**src/verilog/rv_pkg.sv**
```systemverilog
package rv_pkg;

    typedef logic [31:0] word_t;
    typedef logic [4:0] reg_idx_t;
    typedef logic [3:0] alu_flags_t;    // n, z, c, v

    localparam logic [6:0] OP_R_TYPE   = 7'b0110011;
    localparam logic [6:0] OP_I_TYPE   = 7'b0010011;
    localparam logic [6:0] OP_I_TYPE_L = 7'b0000011;   // loads
    localparam logic [6:0] OP_S_TYPE   = 7'b0100011;
    localparam logic [6:0] OP_B_TYPE   = 7'b1100011;
    localparam logic [6:0] OP_J_TYPE   = 7'b1101111;   // jal
    localparam logic [6:0] OP_JALR     = 7'b1100111;
    localparam logic [6:0] OP_LUI      = 7'b0110111;
    localparam logic [6:0] OP_AUIPC    = 7'b0010111;

    localparam word_t RESET_PC = 32'h0000_0000;

    typedef enum logic [3:0] {
        FETCH, DECODE, MEM_ADDR, MEM_READ,
        MEM_WRITE, MEM_W_RF, EXEC_R, ALU_W_RF,
        BRANCH, EXEC_I, ALU_W_PCN, EXEC_I_JALR,
        EXEC_J, EXEC_LUI, EXEC_AUIPC, ERROR
    } rv_state_e;

    typedef enum logic [3:0] {
        ALU_OP_ADD,
        ALU_OP_SUB,
        ALU_OP_AND,
        ALU_OP_OR,
        ALU_OP_XOR,
        ALU_OP_SLL,
        ALU_OP_SRL,
        ALU_OP_SRA,
        ALU_OP_SLT,
        ALU_OP_SLTU,
        ALU_OP_NONE
    } alu_op_e;

    typedef enum logic [2:0] {
        ALU_SRC_PC,
        ALU_SRC_PC_OLD,
        ALU_SRC_REG_1,
        ALU_SRC_REG_2,
        ALU_SRC_EXT_IMM,
        ALU_SRC_FOUR,
        ALU_SRC_NONE
    } alu_src_e;

    typedef enum logic [2:0] {
        IMM_SRC_I,
        IMM_SRC_I_SHIFT,    // shamt only
        IMM_SRC_S,
        IMM_SRC_B,
        IMM_SRC_U,
        IMM_SRC_J,
        IMM_SRC_NONE
    } imm_src_e;

    typedef enum logic [1:0] {RES_SRC_ALU_OUT, RES_SRC_MEM, RES_SRC_NONE} res_src_e;

    typedef enum logic [1:0] {
        RF_WD_SRC_RES,
        RF_WD_SRC_PC,       // link address
        RF_WD_SRC_IMM,
        RF_WD_SRC_NONE
    } rf_wd_src_e;

endpackage

```
**src/verilog/rv_alu.sv**
```systemverilog
`timescale 1ns/1ps

module rv_alu (
    input  rv_pkg::word_t      a,
    input  rv_pkg::word_t      b,
    input  rv_pkg::alu_op_e    alu_op,
    output rv_pkg::word_t      result,
    output rv_pkg::alu_flags_t flags
);

    logic [32:0] sum;
    logic [32:0] diff;
    logic        carry;
    logic        overflow;

    assign sum  = {1'b0, a} + {1'b0, b};
    assign diff = {1'b0, a} + {1'b0, ~b} + 33'd1;    // bit 32 set means no borrow

    always_comb begin
        result   = '0;
        carry    = 1'b0;
        overflow = 1'b0;
        case (alu_op)
            rv_pkg::ALU_OP_ADD: begin
                result   = sum[31:0];
                carry    = sum[32];
                overflow = (a[31] == b[31]) && (sum[31] != a[31]);
            end
            rv_pkg::ALU_OP_SUB: begin
                result   = diff[31:0];
                carry    = diff[32];
                overflow = (a[31] != b[31]) && (diff[31] != a[31]);
            end
            rv_pkg::ALU_OP_AND:  result = a & b;
            rv_pkg::ALU_OP_OR:   result = a | b;
            rv_pkg::ALU_OP_XOR:  result = a ^ b;
            rv_pkg::ALU_OP_SLL:  result = a << b[4:0];
            rv_pkg::ALU_OP_SRL:  result = a >> b[4:0];
            rv_pkg::ALU_OP_SRA:  result = $signed(a) >>> b[4:0];
            rv_pkg::ALU_OP_SLT:  result = {31'd0, $signed(a) < $signed(b)};
            rv_pkg::ALU_OP_SLTU: result = {31'd0, a < b};
            default:             result = '0;
        endcase
    end

    assign flags = {result[31], result == 32'd0, carry, overflow};

endmodule

```
**src/verilog/rv_controller.sv**
```systemverilog
`timescale 1ns/1ps

module rv_controller (
    input  logic                 clk,
    input  logic                 rst,
    input  rv_pkg::word_t        instr,
    input  rv_pkg::alu_flags_t   alu_flags,
    output logic                 rf_we,
    output logic                 m_we,
    output logic                 en_ir,
    output logic                 en_npc_r,
    output logic                 en_oldpc_r,
    output logic                 m_addr_src,
    output rv_pkg::alu_src_e     alu_src_a,
    output rv_pkg::alu_src_e     alu_src_b,
    output rv_pkg::imm_src_e     imm_src,
    output rv_pkg::res_src_e     res_src,
    output rv_pkg::rf_wd_src_e   rf_wd_src,
    output rv_pkg::alu_op_e      alu_op,
    output logic                 trap
);

    logic [6:0]        op;
    logic [2:0]        funct3;
    rv_pkg::rv_state_e state;
    rv_pkg::rv_state_e state_next;
    rv_pkg::rv_state_e decode_ns;
    rv_pkg::alu_op_e   dec_op;
    logic              flag_n;
    logic              flag_z;
    logic              flag_c;
    logic              flag_v;
    logic              take_branch;

    assign op     = instr[6:0];
    assign funct3 = instr[14:12];
    assign {flag_n, flag_z, flag_c, flag_v} = alu_flags;

    always_comb begin
        case (op)
            rv_pkg::OP_R_TYPE:   decode_ns = rv_pkg::EXEC_R;
            rv_pkg::OP_I_TYPE:   decode_ns = rv_pkg::EXEC_I;
            rv_pkg::OP_JALR:     decode_ns = rv_pkg::EXEC_I_JALR;
            rv_pkg::OP_I_TYPE_L: decode_ns = rv_pkg::MEM_ADDR;
            rv_pkg::OP_S_TYPE:   decode_ns = rv_pkg::MEM_ADDR;
            rv_pkg::OP_B_TYPE:   decode_ns = rv_pkg::BRANCH;
            rv_pkg::OP_J_TYPE:   decode_ns = rv_pkg::EXEC_J;
            rv_pkg::OP_LUI:      decode_ns = rv_pkg::EXEC_LUI;
            rv_pkg::OP_AUIPC:    decode_ns = rv_pkg::EXEC_AUIPC;
            default:             decode_ns = rv_pkg::ERROR;    // unknown opcode
        endcase
    end

    always_comb begin
        case (state)
            rv_pkg::FETCH:    state_next = rv_pkg::DECODE;
            rv_pkg::DECODE:   state_next = decode_ns;
            rv_pkg::MEM_ADDR:
                state_next = (op == rv_pkg::OP_I_TYPE_L) ? rv_pkg::MEM_READ : rv_pkg::MEM_WRITE;
            rv_pkg::MEM_READ:    state_next = rv_pkg::MEM_W_RF;
            rv_pkg::EXEC_R:      state_next = rv_pkg::ALU_W_RF;
            rv_pkg::EXEC_I:      state_next = rv_pkg::ALU_W_RF;
            rv_pkg::EXEC_I_JALR: state_next = rv_pkg::ALU_W_PCN;
            rv_pkg::ERROR:       state_next = rv_pkg::ERROR;    // held until reset
            default:             state_next = rv_pkg::FETCH;
        endcase
    end

    always_ff @(posedge clk or posedge rst) begin
        if (rst)
            state <= rv_pkg::FETCH;
        else
            state <= state_next;
    end

    always_comb begin
        case (funct3)
            3'b000:  dec_op = (op == rv_pkg::OP_R_TYPE && instr[30]) ?
                              rv_pkg::ALU_OP_SUB : rv_pkg::ALU_OP_ADD;
            3'b001:  dec_op = rv_pkg::ALU_OP_SLL;
            3'b010:  dec_op = rv_pkg::ALU_OP_SLT;
            3'b011:  dec_op = rv_pkg::ALU_OP_SLTU;
            3'b100:  dec_op = rv_pkg::ALU_OP_XOR;
            3'b101:  dec_op = instr[30] ? rv_pkg::ALU_OP_SRA : rv_pkg::ALU_OP_SRL;
            3'b110:  dec_op = rv_pkg::ALU_OP_OR;
            default: dec_op = rv_pkg::ALU_OP_AND;
        endcase
    end

    always_comb begin
        case (state)
            rv_pkg::EXEC_R, rv_pkg::EXEC_I: alu_op = dec_op;
            rv_pkg::BRANCH:                 alu_op = rv_pkg::ALU_OP_SUB;    // compare via flags
            rv_pkg::FETCH, rv_pkg::DECODE, rv_pkg::MEM_ADDR, rv_pkg::EXEC_I_JALR:
                alu_op = rv_pkg::ALU_OP_ADD;
            default:                        alu_op = rv_pkg::ALU_OP_NONE;
        endcase
    end

    always_comb begin
        case (state)
            rv_pkg::DECODE: begin
                case (op)
                    rv_pkg::OP_B_TYPE: imm_src = rv_pkg::IMM_SRC_B;
                    rv_pkg::OP_J_TYPE: imm_src = rv_pkg::IMM_SRC_J;
                    rv_pkg::OP_AUIPC:  imm_src = rv_pkg::IMM_SRC_U;
                    default:           imm_src = rv_pkg::IMM_SRC_NONE;
                endcase
            end
            rv_pkg::MEM_ADDR:
                imm_src = (op == rv_pkg::OP_I_TYPE_L) ? rv_pkg::IMM_SRC_I : rv_pkg::IMM_SRC_S;
            rv_pkg::EXEC_I:    // slli, srli, srai
                imm_src = (funct3[1:0] == 2'b01) ? rv_pkg::IMM_SRC_I_SHIFT : rv_pkg::IMM_SRC_I;
            rv_pkg::EXEC_I_JALR: imm_src = rv_pkg::IMM_SRC_I;
            rv_pkg::EXEC_LUI:    imm_src = rv_pkg::IMM_SRC_U;
            default:             imm_src = rv_pkg::IMM_SRC_NONE;
        endcase
    end

    always_comb begin
        case (funct3)
            3'b000:  take_branch = flag_z;                 // beq
            3'b001:  take_branch = !flag_z;                // bne
            3'b100:  take_branch = flag_n ^ flag_v;        // blt
            3'b101:  take_branch = !(flag_n ^ flag_v);     // bge
            3'b110:  take_branch = !flag_c;                // bltu, borrow
            3'b111:  take_branch = flag_c;                 // bgeu
            default: take_branch = 1'b0;
        endcase
    end

    assign en_npc_r = (state inside {rv_pkg::FETCH, rv_pkg::EXEC_J, rv_pkg::ALU_W_PCN}) ||
                      (state == rv_pkg::BRANCH && take_branch);

    always_comb begin
        alu_src_a = rv_pkg::ALU_SRC_NONE;
        alu_src_b = rv_pkg::ALU_SRC_NONE;
        case (state)
            rv_pkg::FETCH: begin
                alu_src_a = rv_pkg::ALU_SRC_PC;
                alu_src_b = rv_pkg::ALU_SRC_FOUR;
            end
            rv_pkg::DECODE: begin    // branch, jal and auipc target
                alu_src_a = rv_pkg::ALU_SRC_PC_OLD;
                alu_src_b = rv_pkg::ALU_SRC_EXT_IMM;
            end
            rv_pkg::MEM_ADDR, rv_pkg::EXEC_I, rv_pkg::EXEC_I_JALR: begin
                alu_src_a = rv_pkg::ALU_SRC_REG_1;
                alu_src_b = rv_pkg::ALU_SRC_EXT_IMM;
            end
            rv_pkg::EXEC_R, rv_pkg::BRANCH: begin
                alu_src_a = rv_pkg::ALU_SRC_REG_1;
                alu_src_b = rv_pkg::ALU_SRC_REG_2;
            end
            default: ;
        endcase
    end

    always_comb begin
        case (state)
            rv_pkg::MEM_W_RF:    res_src = rv_pkg::RES_SRC_MEM;
            rv_pkg::ALU_W_RF, rv_pkg::EXEC_AUIPC:
                res_src = rv_pkg::RES_SRC_ALU_OUT;
            default:             res_src = rv_pkg::RES_SRC_NONE;
        endcase
    end

    always_comb begin
        case (state)
            rv_pkg::MEM_W_RF, rv_pkg::ALU_W_RF, rv_pkg::EXEC_AUIPC:
                rf_wd_src = rv_pkg::RF_WD_SRC_RES;
            rv_pkg::EXEC_I_JALR, rv_pkg::EXEC_J:
                rf_wd_src = rv_pkg::RF_WD_SRC_PC;
            rv_pkg::EXEC_LUI:    rf_wd_src = rv_pkg::RF_WD_SRC_IMM;
            default:             rf_wd_src = rv_pkg::RF_WD_SRC_NONE;
        endcase
    end

    assign rf_we      = rf_wd_src != rv_pkg::RF_WD_SRC_NONE;    // every writing state picks a source
    assign m_we       = state == rv_pkg::MEM_WRITE;
    assign en_ir      = state == rv_pkg::FETCH;
    assign en_oldpc_r = state == rv_pkg::FETCH;
    assign m_addr_src = state inside {rv_pkg::MEM_READ, rv_pkg::MEM_WRITE};
    assign trap       = state == rv_pkg::ERROR;

endmodule

```
**src/verilog/rv_core.sv**
```systemverilog
`timescale 1ns/1ps

module rv_core (
    input  logic          clk,
    input  logic          rst,
    output rv_pkg::word_t mem_addr,
    output rv_pkg::word_t mem_wdata,
    output logic          mem_we,
    input  rv_pkg::word_t mem_rdata,
    output logic          trap
);

    rv_pkg::word_t      instr;
    rv_pkg::alu_flags_t alu_flags;
    logic               rf_we;
    logic               en_ir;
    logic               en_npc_r;
    logic               en_oldpc_r;
    logic               m_addr_src;
    rv_pkg::alu_src_e   alu_src_a;
    rv_pkg::alu_src_e   alu_src_b;
    rv_pkg::imm_src_e   imm_src;
    rv_pkg::res_src_e   res_src;
    rv_pkg::rf_wd_src_e rf_wd_src;
    rv_pkg::alu_op_e    alu_op;
    rv_pkg::word_t      alu_a;
    rv_pkg::word_t      alu_b;
    rv_pkg::word_t      alu_result;
    rv_pkg::reg_idx_t   rs1;
    rv_pkg::reg_idx_t   rs2;
    rv_pkg::reg_idx_t   rd;
    rv_pkg::word_t      rf_wd;
    rv_pkg::word_t      rd1;
    rv_pkg::word_t      rd2;

    rv_controller controller_inst (.*, .m_we(mem_we));    // matching names otherwise

    rv_datapath datapath_inst (.*);

    rv_alu alu_inst (
        .a      (alu_a),
        .b      (alu_b),
        .alu_op (alu_op),
        .result (alu_result),
        .flags  (alu_flags)
    );

    rv_regfile regfile_inst (
        .clk (clk),
        .rst (rst),
        .rs1 (rs1),
        .rs2 (rs2),
        .rd  (rd),
        .wd  (rf_wd),
        .we  (rf_we),
        .rd1 (rd1),
        .rd2 (rd2)
    );

endmodule

```
**src/verilog/rv_datapath.sv**
```systemverilog
`timescale 1ns/1ps

module rv_datapath (
    input  logic               clk,
    input  logic               rst,
    input  logic               en_ir,
    input  logic               en_npc_r,
    input  logic               en_oldpc_r,
    input  logic               m_addr_src,
    input  rv_pkg::alu_src_e   alu_src_a,
    input  rv_pkg::alu_src_e   alu_src_b,
    input  rv_pkg::imm_src_e   imm_src,
    input  rv_pkg::res_src_e   res_src,
    input  rv_pkg::rf_wd_src_e rf_wd_src,
    input  rv_pkg::word_t      mem_rdata,
    output rv_pkg::word_t      mem_addr,
    output rv_pkg::word_t      mem_wdata,
    output rv_pkg::word_t      instr,
    output rv_pkg::word_t      alu_a,
    output rv_pkg::word_t      alu_b,
    input  rv_pkg::word_t      alu_result,
    output rv_pkg::reg_idx_t   rs1,
    output rv_pkg::reg_idx_t   rs2,
    output rv_pkg::reg_idx_t   rd,
    output rv_pkg::word_t      rf_wd,
    input  rv_pkg::word_t      rd1,
    input  rv_pkg::word_t      rd2
);

    rv_pkg::word_t pc;
    rv_pkg::word_t pc_next;
    rv_pkg::word_t old_pc;
    rv_pkg::word_t ir;
    rv_pkg::word_t data_r;
    rv_pkg::word_t alu_out_r;
    rv_pkg::word_t imm;
    rv_pkg::word_t result;

    function automatic rv_pkg::word_t pick_operand(
        input rv_pkg::alu_src_e sel,
        input rv_pkg::word_t    pc_v,
        input rv_pkg::word_t    old_pc_v,
        input rv_pkg::word_t    r1,
        input rv_pkg::word_t    r2,
        input rv_pkg::word_t    imm_v
    );
        case (sel)
            rv_pkg::ALU_SRC_PC:      return pc_v;
            rv_pkg::ALU_SRC_PC_OLD:  return old_pc_v;
            rv_pkg::ALU_SRC_REG_1:   return r1;
            rv_pkg::ALU_SRC_REG_2:   return r2;
            rv_pkg::ALU_SRC_EXT_IMM: return imm_v;
            rv_pkg::ALU_SRC_FOUR:    return 32'd4;
            default:                 return '0;
        endcase
    endfunction

    // fetch takes pc+4 straight off the alu, later loads use the latched target
    assign pc_next = en_ir ? alu_result : {alu_out_r[31:1], 1'b0};    // jalr lsb cleared

    always_ff @(posedge clk or posedge rst) begin
        if (rst) begin
            pc <= rv_pkg::RESET_PC;
            ir <= '0;
        end else begin
            if (en_npc_r)
                pc <= pc_next;
            if (en_ir)
                ir <= mem_rdata;
        end
    end

    always_ff @(posedge clk) begin
        if (en_oldpc_r)
            old_pc <= pc;
        data_r    <= mem_rdata;
        alu_out_r <= alu_result;
    end

    always_comb begin
        case (imm_src)
            rv_pkg::IMM_SRC_I:       imm = {{20{ir[31]}}, ir[31:20]};
            rv_pkg::IMM_SRC_I_SHIFT: imm = {27'd0, ir[24:20]};
            rv_pkg::IMM_SRC_S:       imm = {{20{ir[31]}}, ir[31:25], ir[11:7]};
            rv_pkg::IMM_SRC_B:       imm = {{19{ir[31]}}, ir[31], ir[7], ir[30:25], ir[11:8], 1'b0};
            rv_pkg::IMM_SRC_U:       imm = {ir[31:12], 12'd0};
            rv_pkg::IMM_SRC_J:
                imm = {{11{ir[31]}}, ir[31], ir[19:12], ir[20], ir[30:21], 1'b0};
            default:                 imm = '0;
        endcase
    end

    always_comb begin
        alu_a = pick_operand(alu_src_a, pc, old_pc, rd1, rd2, imm);
        alu_b = pick_operand(alu_src_b, pc, old_pc, rd1, rd2, imm);
    end

    always_comb begin
        case (res_src)
            rv_pkg::RES_SRC_ALU_OUT: result = alu_out_r;
            rv_pkg::RES_SRC_MEM:     result = data_r;
            default:                 result = '0;
        endcase
    end

    always_comb begin
        case (rf_wd_src)
            rv_pkg::RF_WD_SRC_RES: rf_wd = result;
            rv_pkg::RF_WD_SRC_PC:  rf_wd = old_pc + 32'd4;    // link address
            rv_pkg::RF_WD_SRC_IMM: rf_wd = imm;
            default:               rf_wd = '0;
        endcase
    end

    assign instr     = ir;
    assign rs1       = ir[19:15];
    assign rs2       = ir[24:20];
    assign rd        = ir[11:7];
    assign mem_addr  = m_addr_src ? alu_out_r : pc;
    assign mem_wdata = rd2;

endmodule

```
**src/verilog/rv_regfile.sv**
```systemverilog
`timescale 1ns/1ps

module rv_regfile (
    input  logic             clk,
    input  logic             rst,
    input  rv_pkg::reg_idx_t rs1,
    input  rv_pkg::reg_idx_t rs2,
    input  rv_pkg::reg_idx_t rd,
    input  rv_pkg::word_t    wd,
    input  logic             we,
    output rv_pkg::word_t    rd1,
    output rv_pkg::word_t    rd2
);

    rv_pkg::word_t regs [32];

    always_ff @(posedge clk or posedge rst) begin
        if (rst) begin
            for (int i = 0; i < 32; i++)
                regs[i] <= '0;
        end else if (we && rd != 5'd0) begin    // x0 never written
            regs[rd] <= wd;
        end
    end

    assign rd1 = regs[rs1];
    assign rd2 = regs[rs2];

endmodule
```
**config.mk**
```make
export PLATFORM = sky130hd
export DESIGN_NAME = rv_core
export DESIGN_NICKNAME = d
export VERILOG_FILES = /design/src/verilog/rv_pkg.sv /design/src/verilog/rv_alu.sv /design/src/verilog/rv_controller.sv /design/src/verilog/rv_core.sv /design/src/verilog/rv_datapath.sv /design/src/verilog/rv_regfile.sv
export SDC_FILE = /design/constraint.sdc
export NUM_CORES = 2
export LEC_CHECK = 0
export BUFFER_PORTS_ARGS = -buffer_cell sky130_fd_sc_hd__buf_4
export CAP_MARGIN = 5
export CORE_MARGIN = 2
export CORE_UTILIZATION = 39
export DETAILED_ROUTE_END_ITERATION = 7
export PLACE_DENSITY = 0.63
export SLEW_MARGIN = 20
export SYNTH_ARGS = -nofsm -noshare
export SYNTH_HDL_FRONTEND = slang
export SYNTH_SLANG_ARGS = --single-unit
```
**constraint.sdc**
```tcl
create_clock -name clk -period 107.2 [get_ports clk]
set_input_delay 21.44 -clock clk [delete_from_list [all_inputs] [get_ports clk]]
set_output_delay 21.44 -clock clk [all_outputs]
set_load 0.05 [all_outputs]
```
Word level (Yosys, flattened, before mapping):

Cells that the tools add are included.
Widths: inputs -> output; s select.

* add/sub/neg operators: 4
* magnitude comparators: 6
* equal/unequal tests: 64
* shifts and indexed selects: 3
* mux-type cells: 35
* bitwise logic cells: 8
* reduce and logical (&&, ||, !) cells: 31

Operators by type and width (number)
* $bwmux 1024: 1
* $pmux 32 s6: 3
* $bmux 32 s5: 2
* $pmux 32 s10: 1
* $mux 32: 7
* $demux 32 s5: 1
* $pmux 32 s3: 1
* $add 32x32->33: 2
* $lt 32x32->1: 2
* $pmux 32 s2: 1
* $pmux 4 s7: 2
* $eq 4x4->1 const B: 10
* $add 33x1->33 const B: 1
* $add 32x3->32 const B: 1
* $and 32x32->32: 1
* $eq 4x3->1 const B: 8
* $logic_not 32->1: 1
* $not 32->32: 1
* $or 32x32->32: 1
* $pmux 4 s8: 1
* $shl 32x5->32: 1
* $shr 32x5->32: 1
* $sshr 32x5->32: 1
* $xor 32x32->32: 1
* 41 further kinds: 99

* register bits after elaboration: 1188
* output and inout port bits: 66
* logic and storage cells: 189

Logic depth before layout (Yosys ltp):

* depth after elaboration: 17
* depth in mapped cells: 34

Cells and area by module:

From an unflattened synthesis, not the netlist that was laid out.

* cells, all modules: 7117
* area, all modules: 75927.8 um2

By module, submodules not included
* rv_regfile: times used 1, cells an instance 4602, area each 55939.9 um2
* rv_alu: times used 1, cells an instance 1417, area each 9567.9 um2
* rv_datapath: times used 1, cells an instance 962, area each 9522.9 um2
* rv_controller: times used 1, cells an instance 136, area each 897.1 um2

Worst setup path after synthesis:

OpenSTA, ideal clock, no wires.

* kind: register to output
* start point: reg datapath_inst.ir[20] (netlist: datapath_inst.instr[20])
* end point: out mem_wdata[10]
* data arrival time: 3.758 ns
* data required time: 85.760 ns
* slack: 82.002 ns
* stages on the path, launching flop included: 11
* cell sequence: dfrtp_1 buf_2 buf_6 buf_4 buf_2 buf_2 buf_1 buf_1 mux4_2 mux4_2 mux2_2

* longest elaborated chain between the ends: 4

RTL lines
* start, declared: RTL line rv_datapath.sv:33 `rv_pkg::word_t ir;`
* start signal, assigned: RTL line rv_datapath.sv:69 `ir <= mem_rdata;`
* $not 5->6 (not written as such): RTL line rv_regfile.sv:27 `assign rd2 = regs[rs2];`
* $bmux 32 s5: RTL line rv_regfile.sv:27
* $mux 32 (not written as such) (2 in series): RTL line rv_regfile.sv:27
* end, declared: RTL line rv_core.sv:7 `output rv_pkg::word_t mem_wdata,`

Every way passes these cells. The select of a mux whose other input is x is not followed.

Final worst setup path:

* start point: reg datapath_inst.ir[21] (netlist: datapath_inst.instr[21])
* end point: out mem_wdata[0]

Same word-level chain as after synthesis.

==> run_results.csv <==
group,metric,value,unit
sta,fin_skew,36.3,ps
critical_path,cp_slowest_cell,"dfrtp_4",
clock_network,clk_path_buf_depth,3,
synth,synthDistinctLibCells,98,
clock_network,worstSkewPairLatency,820,ps
critical_path,worstPathCellList,"buf_12, buf_4, nor2b_1, a22oi_1, a21oi_1, nor4_2, buf_4",
sta,drv_slew,0,
critical_path,worstPathRequired,85760,ps
power_and_ir_drop,power.density,39.7,nW/um^2
global_route,antenna_found_initial,13,
synth,syn-instance-count,6920,
finish,fillCellCount,16600,
place,dpl-instance-area,73200,um^2
clock_network,cts_buffers,133,
finish,nNetsFinal,6798,
sta,hold_viol,0,
clock_network,clock-sinks,1188,
global_route,grt_max_degree,178,
clock_network,hold_buffers,0,
critical_path,crit_family,"buffers and inverters",
sta,finalSetupTns,0,ps
synth,yosys.area.top_type,"dfrtp_1",
synth,synth-async-reset-ratio,91.9,%
drt,drc,6,
power_and_ir_drop,peakVddDrop,0.0000233,V
critical_path,critPathBufInv,3,
finish,final_common_cell,"dfrtp_1",
drt,first_pass_iters,8,
floorplanning,die_h,429,um
place,port_buffers,99,
floorplanning,num_io_pins,100,
sta,clock.fmax,0.0374,GHz
sta,tightest_slew,1280,ps
critical_path,end_kind,"output pin",
synth,yosys_warnings,0,
floorplanning,die_w,429,um
finish,layout_common_cells,"dfrtp_1 (1,083), nor2_1 (933), a21oi_1 (923)",
synth,synth_fp_nets,7056,
drt,ant_nets,0,
global_route,grt_pass1_vias,57600,
run_status,status,"finished, violations left",
critical_path,cpPeakStageDelay,950,ps
power_and_ir_drop,leakage,32.8,nW
drt,vias,60000,
global_route,grt_overflow_total,0,
sta,setup_violations,0,
critical_path,worstSetupPathType,"flop to output pin",
sta,grt_setup_unrepaired,"no",
critical_path,crit_top_cell,"buf_4",
sta,slew_headroom,14.0,%
sta,period_share,24.9,%
critical_path,critPathLaunchType,"flop",
finish,area_growth,10.5,%
finish,drive_above_1_share,18.9,%
clock_network,cts_resized,0,
drt,wl_per_cell,32.0,um
clock_network,cts_tree,"done",
place,gp_congestion,1.03,
clock_network,htreeDepth,4,
sta,fin_crit,26720,ps
drt,drt_iter0_markers,8280,
run_status,failed_checks,"DRC",
critical_path,worstPathArrival,5280,ps
global_route,grt_use_total,31.1,%
global_route,grt_pass1_wl,419000,um
floorplanning,fp.coreArea,179000,um^2
drt,drt-total-wl,292000,um
synth,synth.area.top_cells,"dfrtp_1 (39%), mux4_2 (16%), a21oi_1 (6.6%)",
min_path,hold_class,"flop to flop",
floorplanning,initial_core_util,39.3,%
floorplanning,placementRows,155,
run,drv_cap,0,
synth,synth_top_cell_area_share,38.8,%
synth,syn_area,70300,um^2
synth,ys_ff_latch,1188,
place,post-dp-hpwl,195000,um
finish,fin_area,77700,um^2
clock_network,cts_root_buf,"clkbuf_16",
synth,synth-main-ff-cell,"dfrtp_1",
clock_network,clk_pin_slew,60,ps
drt,vias_per_cell,6.57,
synth,yosysSeqAreaShare,42.0,%
synth,synth_edf_count,32,
clock_network,post-cts-setup-buffers,0,
floorplanning,die_area,184000,um^2
critical_path,critPathMaxFanout,124,
sta,holdWs,395,ps
synth,syn_avg_cell_area,10.2,um^2
flip-flops by register name, summed over array words and instances (netlist names):
signal / cells
controller_inst.state: 4
datapath_inst.alu_out_r: 32
datapath_inst.data_r: 32
datapath_inst.instr: 32
datapath_inst.old_pc: 32
datapath_inst.pc: 32
regfile_inst.regs: 1024
cell families after synthesis:
group | count (synthesis) | synth area share (%)
simple gates | 1870 | 11.3
buf+inv | 805 | 4.66
mux | 1014 | 23.7
xor+xnor | 54 | 0.672
flops | 1188 | 42.0
compound gates | 1886 | 15.9
fa+ha+maj | 103 | 1.85
layout make-up:
class	instances	area (um^2)	share of cell area (%)
Multi-Input combinational cell	4927	37900	48.8
Sequential cell	1188	29600	38.1
Clock buffer	191	3800	4.89
Tap cell	2355	2950	3.79
Timing Repair Buffer	279	2240	2.88
Clock inverter	49	732	0.941
Inverter	133	509	0.655
Antenna cell	3	7.51	0.00966
through the flow:
stage | utilization [%] | setup WS [ps] | total power, mW | instances
6_report | 43.5 | 80490 | 3.09 | 9125
5_1_grt | 43.5 | 80370 | 3.20 | 9124
4_1_cts | 43.5 | 80610 | 3.03 | 9121
3_5_place_dp | 40.9 | 81470 | 2.55 | 8881
3_3_place_gp | 40.9 | 81590 | 2.52 | 8876
2_1_floorplan | - | 55020 | 1.92 | 6920
synth_stat cells (20+ instances only):
cell type and number:
mux2_2 151, nor2_1 961, a221oi_1 21, xnor2_1 42
ha_1 100, nand2_1 530, o21ai_0 375, o21bai_1 20
a211oi_1 49, o211ai_1 28, o31ai_1 23, dfxtp_1 64
buf_1 57, nand2b_1 24, mux2i_1 343, o221ai_1 21
o22ai_1 51, a222oi_1 34, o21a_1 40, nor4_1 26
nand4_1 31, nor2b_1 24, edfxtp_1 32, a21oi_1 927
clkbuf_1 494, a21o_1 27, buf_2 91, and3_1 21
nand3_1 101, mux2_4 27, a22oi_1 94, nor3_1 66
mux4_2 493, a31oi_1 39, dfrtp_1 1092, inv_1 128
buf_4 21
worst paths after layout:
kind	startpoint	end	slack, ps	cells past startpoint
min in group asynchronous	rst	regfile_inst.regs[213]$_DFFE_PP0P_	20790	2
worst max-delay path	datapath_inst.instr[21]$_DFFE_PP0P_	mem_wdata[0]	80490	7
worst max register to register	datapath_inst.instr[21]$_DFFE_PP0P_	datapath_inst.pc[24]$_DFFE_PP0P_	95330	27
max in group asynchronous	rst	controller_inst.state[0]$_DFF_PP0_	83250	5
worst min-delay path	regfile_inst.regs[1014]$_DFFE_PP0P_	regfile_inst.regs[1014]$_DFFE_PP0P_	400	0
worst min register to register	regfile_inst.regs[1014]$_DFFE_PP0P_	regfile_inst.regs[1014]$_DFFE_PP0P_	400	0
where the power goes:
part	internal (mW)	switching [mW]
sequential	0.602	0.179
combinational	0.666	1.16
clock	0.278	0.201
per-layer routing:
| layer | vias up | part of all wire [%] | track usage [%] | wire [um] |
|---|---|---|---|---|
| li1 | 24800 | - | - | - |
| met1 | 30100 | 37 | 40.0 | 109000 |
| met2 | 4046 | 43 | 45.9 | 126000 |
| met3 | 983 | 11 | 8.65 | 32800 |
| met4 | 14 | 8.1 | 20.9 | 23600 |
| met5 | - | 0.030 | 0 | 87 |
Note: power is estimated with default switching activity, not from simulation.
